**src/logic/matmul_consts.svh**
```systemverilog
`ifndef MATMUL_CONSTS_SVH
`define MATMUL_CONSTS_SVH

// Element and address widths
`define MM_DWIDTH 8
`define MM_AWIDTH 13
`define MM_MEM_SIZE 8192

// Matrix order and memory word step
`define MM_SIZE 4
`define MM_ADDR_STEP 4

// Idle address, the last word of memory
`define MM_ADDR_PARK (`MM_MEM_SIZE - `MM_ADDR_STEP)

// Register stages from cell input to accumulator
`define MM_MAC_STAGES 3

// Count values that mark the end of a run
`define MM_ROW_LATCH_CYCLE 16
`define MM_DONE_CYCLE 19

`endif

```
**src/logic/matmul_pkg.sv**
```systemverilog
`default_nettype none

`include "matmul_consts.svh"

package matmul_pkg;

  // One matrix element
  typedef logic [`MM_DWIDTH-1:0] elem_t;

  // One memory word, lane 0 in the low byte
  typedef elem_t [`MM_SIZE-1:0] row_t;

  // Full multiplier product before saturation
  typedef logic [2*`MM_DWIDTH-1:0] prod_t;

  typedef logic [`MM_AWIDTH-1:0] addr_t;

  // Run cycle counter
  typedef logic [6:0] count_t;

endpackage

`default_nettype wire

```
**src/logic/mac_cell.sv**
```systemverilog
`timescale 1ns/1ps
`default_nettype none

`include "matmul_consts.svh"

module mac_cell (
  input  wire                 clk,
  input  wire                 reset,
  input  wire                 i_clear,
  input  wire matmul_pkg::elem_t i_a,
  input  wire matmul_pkg::elem_t i_b,
  output matmul_pkg::elem_t   o_a,
  output matmul_pkg::elem_t   o_b,
  output matmul_pkg::elem_t   o_acc
);

  logic              cell_clear;
  matmul_pkg::prod_t prod_q;
  matmul_pkg::elem_t sat_val;

  assign cell_clear = reset || i_clear;

  // Operand registers double as the pass-through to the neighbours
  always_ff @(posedge clk) begin
    if (cell_clear) begin
      o_a    <= '0;
      o_b    <= '0;
      prod_q <= '0;
    end else begin
      o_a    <= i_a;
      o_b    <= i_b;
      prod_q <= matmul_pkg::prod_t'(o_a) * matmul_pkg::prod_t'(o_b);
    end
  end

  ////////////////////////////////////////////////////////////
  // Saturate the product down to one element
  ////////////////////////////////////////////////////////////

  // Top product bit acts as the sign, bits 14 to 7 flag overflow
  always_comb begin
    if (!prod_q[2*`MM_DWIDTH-1]) begin
      if (|prod_q[2*`MM_DWIDTH-2:`MM_DWIDTH-1]) begin
        sat_val = {1'b0, {(`MM_DWIDTH-1){1'b1}}};
      end else begin
        sat_val = {1'b0, prod_q[`MM_DWIDTH-2:0]};
      end
    end else begin
      if (|prod_q[2*`MM_DWIDTH-2:`MM_DWIDTH-1]) begin
        sat_val = {1'b1, prod_q[`MM_DWIDTH-2:0]};
      end else begin
        sat_val = {1'b1, {(`MM_DWIDTH-1){1'b0}}};
      end
    end
  end

  // Accumulator wraps modulo 256
  always_ff @(posedge clk) begin
    if (cell_clear) begin
      o_acc <= '0;
    end else begin
      o_acc <= o_acc + sat_val;
    end
  end

  // Nothing reaches the accumulator until the pipeline has refilled
  a_acc_refill: assert property (
    @(posedge clk) disable iff (reset)
    i_clear |=> (o_acc == '0) [*`MM_MAC_STAGES]
  );

endmodule

`default_nettype wire

```
**src/logic/matmul_sequencer.sv**
```systemverilog
`timescale 1ns/1ps
`default_nettype none

`include "matmul_consts.svh"

module matmul_sequencer (
  input  wire                 clk,
  input  wire                 reset,
  input  wire                 i_start,
  output matmul_pkg::count_t  o_count,
  output matmul_pkg::addr_t   o_a_addr,
  output matmul_pkg::addr_t   o_b_addr,
  output logic                o_done
);

  logic              run_clear;
  matmul_pkg::addr_t rd_addr;

  // A low start level aborts the run and rewinds everything
  assign run_clear = reset || !i_start;

  ////////////////////////////////////////////////////////////
  // Cycle counter and done flag
  ////////////////////////////////////////////////////////////

  always_ff @(posedge clk) begin
    if (run_clear) begin
      o_count <= '0;
      o_done  <= 1'b0;
    end else if (o_count == matmul_pkg::count_t'(`MM_DONE_CYCLE)) begin
      // Count holds here until start drops
      o_done <= 1'b1;
    end else begin
      o_count <= o_count + matmul_pkg::count_t'(1);
    end
  end

  ////////////////////////////////////////////////////////////
  // Operand read pointer
  ////////////////////////////////////////////////////////////

  // Column k of A and row k of B share word address k*4
  always_ff @(posedge clk) begin
    if (run_clear || (o_count >= matmul_pkg::count_t'(`MM_SIZE))) begin
      rd_addr <= matmul_pkg::addr_t'(`MM_ADDR_PARK);
    end else begin
      rd_addr <= matmul_pkg::addr_t'(o_count * `MM_ADDR_STEP);
    end
  end

  assign o_a_addr = rd_addr;
  assign o_b_addr = rd_addr;

  // Done must not let the counter run on
  a_count_frozen: assert property (
    @(posedge clk) disable iff (reset)
    (o_done && i_start) |=> $stable(o_count)
  );

endmodule

`default_nettype wire

```
**src/logic/systolic_array.sv**
```systemverilog
`timescale 1ns/1ps
`default_nettype none

`include "matmul_consts.svh"

module systolic_array (
  input  wire                 clk,
  input  wire                 reset,
  input  wire                 i_start,
  input  wire matmul_pkg::row_t  i_a_data,
  input  wire matmul_pkg::row_t  i_b_data,
  output wire matmul_pkg::row_t [`MM_SIZE-1:0] o_c_grid
);

  logic skew_clear;

  // Horizontal A links, column MM_SIZE is the unused right edge
  wire matmul_pkg::elem_t a_link [`MM_SIZE][`MM_SIZE+1];
  // Vertical B links, row MM_SIZE is the unused bottom edge
  wire matmul_pkg::elem_t b_link [`MM_SIZE+1][`MM_SIZE];

  assign skew_clear = reset || !i_start;

  ////////////////////////////////////////////////////////////
  // Input skew, lane i waits i cycles
  ////////////////////////////////////////////////////////////

  for (genvar i = 0; i < `MM_SIZE; i++) begin : g_skew
    if (i == 0) begin : g_direct
      assign a_link[0][0] = i_a_data[0];
      assign b_link[0][0] = i_b_data[0];
    end else begin : g_delay
      matmul_pkg::elem_t a_pipe [i];
      matmul_pkg::elem_t b_pipe [i];

      always_ff @(posedge clk) begin
        if (skew_clear) begin
          for (int d = 0; d < i; d++) begin
            a_pipe[d] <= '0;
            b_pipe[d] <= '0;
          end
        end else begin
          a_pipe[0] <= i_a_data[i];
          b_pipe[0] <= i_b_data[i];
          for (int d = 1; d < i; d++) begin
            a_pipe[d] <= a_pipe[d-1];
            b_pipe[d] <= b_pipe[d-1];
          end
        end
      end

      // A lane i feeds row i, B lane i feeds column i
      assign a_link[i][0] = a_pipe[i-1];
      assign b_link[0][i] = b_pipe[i-1];
    end
  end

  ////////////////////////////////////////////////////////////
  // Cell grid, A moves right and B moves down
  ////////////////////////////////////////////////////////////

  for (genvar r = 0; r < `MM_SIZE; r++) begin : g_row
    for (genvar c = 0; c < `MM_SIZE; c++) begin : g_col
      mac_cell u_cell (
        .clk     (clk),
        .reset   (reset),
        .i_clear (!i_start),
        .i_a     (a_link[r][c]),
        .i_b     (b_link[r][c]),
        .o_a     (a_link[r][c+1]),
        .o_b     (b_link[r+1][c]),
        .o_acc   (o_c_grid[r][c])
      );
    end
  end

endmodule

`default_nettype wire

```
**src/logic/row_collector.sv**
```systemverilog
`timescale 1ns/1ps
`default_nettype none

`include "matmul_consts.svh"

module row_collector (
  input  wire                 clk,
  input  wire                 reset,
  input  wire                 i_start,
  input  wire                 i_done,
  input  wire matmul_pkg::count_t i_count,
  input  wire matmul_pkg::row_t [`MM_SIZE-1:0] i_c_grid,
  output matmul_pkg::row_t    o_c_data,
  output matmul_pkg::addr_t   o_c_addr,
  output logic                o_c_valid
);

  localparam int ROW_W = $clog2(`MM_SIZE);

  logic             latch_start;
  logic             capturing;
  logic [ROW_W-1:0] row_idx;

  // Row 0 leaves on the edge that moves the count onto the latch cycle
  assign latch_start = (i_count == matmul_pkg::count_t'(`MM_ROW_LATCH_CYCLE - 1));

  always_ff @(posedge clk) begin
    if (reset || !i_start || i_done) begin
      capturing <= 1'b0;
      row_idx   <= '0;
      o_c_valid <= 1'b0;
      o_c_data  <= '0;
      o_c_addr  <= matmul_pkg::addr_t'(`MM_ADDR_PARK);
    end else if (latch_start || capturing) begin
      // One row per cycle, the address follows the row number
      o_c_valid <= 1'b1;
      o_c_data  <= i_c_grid[row_idx];
      o_c_addr  <= matmul_pkg::addr_t'(row_idx * `MM_ADDR_STEP);
      row_idx   <= row_idx + ROW_W'(1);
      capturing <= (row_idx != ROW_W'(`MM_SIZE - 1));
    end else begin
      o_c_valid <= 1'b0;
      o_c_data  <= '0;
      o_c_addr  <= matmul_pkg::addr_t'(`MM_ADDR_PARK);
    end
  end

  // Last row must be out before the sequencer raises done
  a_valid_before_done: assert property (
    @(posedge clk) disable iff (reset)
    !(o_c_valid && i_done)
  );

endmodule

`default_nettype wire

```
**src/logic/matmul_top.sv**
```systemverilog
`timescale 1ns/1ps
`default_nettype none

`include "matmul_consts.svh"

module matmul_top (
  input  wire                 clk,
  input  wire                 reset,
  input  wire                 i_start,
  output wire                 o_done,
  input  wire matmul_pkg::row_t  i_a_data,
  input  wire matmul_pkg::row_t  i_b_data,
  output wire matmul_pkg::addr_t o_a_addr,
  output wire matmul_pkg::addr_t o_b_addr,
  output wire matmul_pkg::addr_t o_c_addr,
  output wire matmul_pkg::row_t  o_c_data,
  output wire                 o_c_valid
);

  wire matmul_pkg::count_t               count;
  wire matmul_pkg::row_t [`MM_SIZE-1:0]  c_grid;

  // Address generation and run timing
  matmul_sequencer u_sequencer (
    .clk      (clk),
    .reset    (reset),
    .i_start  (i_start),
    .o_count  (count),
    .o_a_addr (o_a_addr),
    .o_b_addr (o_b_addr),
    .o_done   (o_done)
  );

  systolic_array u_array (
    .clk      (clk),
    .reset    (reset),
    .i_start  (i_start),
    .i_a_data (i_a_data),
    .i_b_data (i_b_data),
    .o_c_grid (c_grid)
  );

  // Result rows out to memory
  row_collector u_collector (
    .clk       (clk),
    .reset     (reset),
    .i_start   (i_start),
    .i_done    (o_done),
    .i_count   (count),
    .i_c_grid  (c_grid),
    .o_c_data  (o_c_data),
    .o_c_addr  (o_c_addr),
    .o_c_valid (o_c_valid)
  );

endmodule

`default_nettype wire

```
**config.mk**
```make
export PLATFORM = sky130hd
export DESIGN_NAME = matmul_top
export DESIGN_NICKNAME = d
export VERILOG_FILES = /design/src/logic/matmul_pkg.sv /design/src/logic/mac_cell.sv /design/src/logic/matmul_sequencer.sv /design/src/logic/systolic_array.sv /design/src/logic/row_collector.sv /design/src/logic/matmul_top.sv
export VERILOG_INCLUDE_DIRS = /design/src /design/src/logic
export SDC_FILE = /design/constraint.sdc
export NUM_CORES = 2
export LEC_CHECK = 0
export BUFFER_PORTS_ARGS = -buffer_cell sky130_fd_sc_hd__buf_2
export CAP_MARGIN = 20
export CORE_UTILIZATION = 55
export CTS_CLUSTER_SIZE = 28
export DETAILED_ROUTE_END_ITERATION = 16
export PLACE_DENSITY = 0.73
export SLEW_MARGIN = 10
export SYNTH_ARGS = -nofsm -noshare
export SYNTH_HDL_FRONTEND = slang
export SYNTH_SLANG_ARGS = --single-unit
```
**constraint.sdc**
```tcl
create_clock -name clk -period 8.5 [get_ports clk]
set_clock_uncertainty 0.15 [all_clocks]
set_input_delay 1.7 -clock clk [delete_from_list [all_inputs] [get_ports clk]]
set_output_delay 1.7 -clock clk [all_outputs]
set_load 0.03 [all_outputs]
```
==> flow_summary.yaml <==
critical_path:
  crit_fanout: 9
  crit_chain: "nand2_1 -> fa_1 -> fa_1 -> inv_1 -> fa_1 -> inv_1 -> fa_1 -> inv_1 -> ha_1 -> o211ai_1 -> a21oi_2 -> o2111ai_1 -> mux2_2 -> a211o_1"
  timing.rr.start: "u_array.g_row[1].g_col[1].u_cell.o_b[3]$_SDFF_PP0_"
  slowest_stage: "fa_1"
  crit_type: "reg -> reg"
  endpoint: "u_array.g_row[1].g_col[1].u_cell.prod_q[15]$_SDFF_PP0_"
  cp-end-kind: "flop"
  r2r_cells: 14
  max_stage_delay_ns: 0.56
  rr_endpoint: "u_array.g_row[1].g_col[1].u_cell.prod_q[15]$_SDFF_PP0_"
  startpoint_type: "flop"
  path_common_cell: "fa_1"
  cp_data_required_time_ns: 8.92
  startpoint: "u_array.g_row[1].g_col[1].u_cell.o_b[3]$_SDFF_PP0_"
  regToRegSetupSlack_ns: 4.07
  crit_arrival_ns: 4.85
placed_design:
  hpwlAfterDp_um: 97800
  numPortBuffers: 133
  pre_cts_ws_ns: 4.04
  gp_congestion: 0.869
synthesis:
  synth_compound_area_frac: 0.0842
  avgSynthCellArea_um2: 9.34
  synth-edff-count: 0
  ys_seq_elements: 791
  synth_xor_xnor_area_share: 0.0216
  synthMuxAreaShare: 0.0182
  synth_area_mm2: 0.0617
  seq_area_frac_synth: 0.257
  yosysUniqueCellTypes: 79
  synthCells: 6613
  synthSimpleGateAreaFrac: 0.218
  ys.flop_type: "dfxtp_1"
  async_reset_ff_frac: 0
  synth_top_family_by_area: "adder cells"
  yosysWarnings: 0
  synthAdderAreaFrac: 0.335
grt:
  grt_pass1_wl_um: 217000
  antenna_found_initial: 5
  track_usage: 0.230
  grt_overflow: 0
  grt_pass1_vias: 44750
  grt_max_degree: 184
finish:
  n_fill_cell: 9482
  syn_to_final_growth_pct: 8.13
  nets: 8016
  final_layout_size_suffix_gt1_frac: 0.0555
drt:
  first_iter_violations: 2226
  vias: 43558
  drc: 0
  drt_pass1_iterations: 5
  wl_per_cell_um: 15.4
  antenna_left: 0
  drt-vias-per-instance: 5.29
  wl_um: 127000
timing:
  grt_setup_unrepaired: "no"
  setup_slack_ns: 4.07
  worstMarginPinSlew_ns: 1.13
  whs_ns: 0.269
  setup_violations: 0
  finalHoldViolations: 0
  slew_violations: 0
  min_period_over_period: 0.521
  slew_headroom: 0.247
  fmax_ghz: 0.226
  tns_ns: 0
  finalCriticalPeriod_ns: 4.43
pwr:
  peakVddDrop_mv: 0.154
  internal_power_uw: 6350
  leakagePower_uw: 0.0330
  p_per_area_mw_per_mm2: 122
  power_frac_clock: 0.515
  p_seq_frac: 0.462
  swShare: 0.221
  pwr-share-comb: 0.023
  p_sw_uw: 1800
job:
  drv_cap: 0
floorplanning:
  die_w_um: 337
  ioPinCount: 140
  initial_core_util: 0.556
  coreArea_mm2: 0.111
  die_height_um: 337
  die_area_mm2: 0.114
  rows: 122
clocking:
  cts.sinks: 791
  ctsResizeCount: 0
  hold_buffers: 0
  clockBufferDepth: 3
  cts_setup_buffers: 0
  cts-htree-levels: 3
  path_clk_slew_ns: 0.07
  clockRootBuffer: "clkbuf_16"
  cts_buffers: 89
  cts_tree: "built"
  clkLatencyLatePin_ns: 0.68
outcome:
  outcome: "finished, final reports clean"
worst_hold_path:
  min_path_type: "reg -> reg"
==> worst max-delay path: cells and delay by family (launching register included) <==
family          cells  cell delay [ns]
fa+ha+maj           5             2.32
compound gates      4             0.73
flops               1             0.48
mux                 1             0.37
buf+inv             3             0.14
simple gates        1             0.12
==> worst min-delay path by stage <==
stage                                                                 start                                                 end  slack (ns)  cells after the start
after floorplan           u_array.g_skew[1].g_delay.b_pipe[0][0]$_SDFF_PP0_  u_array.g_row[0].g_col[1].u_cell.o_b[0]$_SDFF_PP0_        0.26                      1
after global placement    u_array.g_skew[2].g_delay.a_pipe[0][4]$_SDFF_PP0_   u_array.g_skew[2].g_delay.a_pipe[1][4]$_SDFF_PP0_        0.26                      1
after detailed placement  u_array.g_skew[2].g_delay.a_pipe[0][4]$_SDFF_PP0_   u_array.g_skew[2].g_delay.a_pipe[1][4]$_SDFF_PP0_        0.26                      1
after CTS                 u_array.g_skew[2].g_delay.a_pipe[0][5]$_SDFF_PP0_   u_array.g_skew[2].g_delay.a_pipe[1][5]$_SDFF_PP0_        0.27                      1
after global routing      u_array.g_skew[2].g_delay.a_pipe[0][5]$_SDFF_PP0_   u_array.g_skew[2].g_delay.a_pipe[1][5]$_SDFF_PP0_        0.28                      1
final                     u_array.g_skew[2].g_delay.a_pipe[0][5]$_SDFF_PP0_   u_array.g_skew[2].g_delay.a_pipe[1][5]$_SDFF_PP0_        0.27                      1
==> registers in the layout, indices dropped and copies added, names as in the netlist <==
name	count
u_array.g_row.g_col.u_cell.o_a	128
u_array.g_row.g_col.u_cell.o_acc	128
u_array.g_row.g_col.u_cell.o_b	128
u_array.g_row.g_col.u_cell.prod_q	256
u_array.g_skew.g_delay.a_pipe	48
u_array.g_skew.g_delay.b_pipe	48
u_collector.capturing	1
u_collector.o_c_addr	3
u_collector.o_c_data	32
u_collector.o_c_valid	1
u_collector.row_idx	2
u_sequencer.o_a_addr	8
u_sequencer.o_count	7
u_sequencer.o_done	1
==> power by group through the flow <==
stage	Clock, uW	Sequential [uW]	Combinational [uW]
detailed placement	0	3840	190
finish	4200	3760	188
global route	4460	3760	210
global placement	0	3840	186
floorplan	0	3830	139
CTS	4290	3760	190
==> per-stage QoR <==
| stage | utilization | std cells | area (um2) | total power, uW |
|---|---|---|---|---|
| after detailed placement | 0.572 | 8063 | 63500 | 4030 |
| after global routing | 0.602 | 8228 | 66800 | 8430 |
| final | 0.602 | 8229 | 66800 | 8150 |
| after global placement | 0.572 | 8063 | 63500 | 4030 |
| after CTS | 0.602 | 8228 | 66800 | 8240 |
| after floorplan | - | 6618 | 61800 | 3970 |
==> metal layers <==
layer,up-vias,track usage,share of wire
met5,-,0,0.00028
met4,6,0.0698,0.025
met3,188,0.0269,0.039
met2,785,0.401,0.48
met1,21059,0.299,0.46
li1,21520,-,-
==> cells in the mapped netlist, drive strengths merged (6+ instances only) <==
library cell	count	area, um2
nand3b	6	45.0
mux4	32	721
o31ai	7	52.6
xnor2	78	683
a211oi	65	493
a221oi	10	125
nand3	33	165
and2	1237	7740
nand4b	22	193
o31a	16	140
nor4	46	288
nor4b	7	61.3
or2	12	75.1
mux2i	38	380
o21a	57	428
inv	845	3170
a41oi	7	61.3
maj3	21	210
o21bai	32	240
o211ai	27	203
xor2	74	648
a21o	99	743
nor3b	24	180
or4b	13	130
or3	19	124
a31oi	33	206
dfxtp	791	15800
o21ai	122	611
nor2b	59	369
ha	691	8650
a21oi	249	1250
o211a	6	60.1
nand2b	52	333
buf	94	533
nor3	71	355
o2111ai	7	61.3
and3	41	262
nor2	389	1470
fa	592	11900
nand2	418	1570
clkbuf	92	347
a2111oi	16	146
nand4	14	87.6
==> cell families after synthesis <==
family                   after synthesis
AO/OA/AOI/OAI                        794
XOR/XNOR                             152
adder cells (fa/ha/maj)             1304
buffers and inverters               1031
flip-flops                           791
multiplexers                          72
other                                  1
AND/OR/NAND/NOR                     2468
==> placed cells by master, fill, tap and decap left out, types with 24 or more instances in the layout <==
| master | instances |
|---|---|
| o21bai_1 | 32 |
| mux4_2 | 32 |
| nor3b_1 | 24 |
| fa_1 | 592 |
| nor2_1 | 388 |
| ha_1 | 691 |
| nand3_1 | 33 |
| nor2b_1 | 58 |
| inv_1 | 845 |
| and3_1 | 40 |
| dfxtp_1 | 789 |
| a211oi_1 | 64 |
| xor2_1 | 74 |
| xnor2_1 | 78 |
| a21oi_1 | 247 |
| nand2_1 | 418 |
| nand2b_1 | 51 |
| nor4_1 | 46 |
| o21ai_0 | 121 |
| o211ai_1 | 27 |
| buf_2 | 133 |
| and2_1 | 1237 |
| a21o_1 | 99 |
| mux2i_1 | 38 |
| a31oi_1 | 33 |
| clkbuf_16 | 92 |
| o21a_1 | 57 |
| nor3_1 | 71 |
==> cell type report <==
class / instances / area (um2) / share of cell area
multi-input cells: 4796 / 41900 / 0.627
clock inverters: 49 / 713 / 0.0107
flip-flops and latches: 791 / 15800 / 0.237
repair buffers: 143 / 778 / 0.0117
diodes: 1 / 2.50 / 0.0000375
well taps: 1488 / 1860 / 0.0279
clock buffers: 116 / 2510 / 0.0376
inverters: 845 / 3170 / 0.0475
No activity file was read; power rests on OpenSTA's default activity.
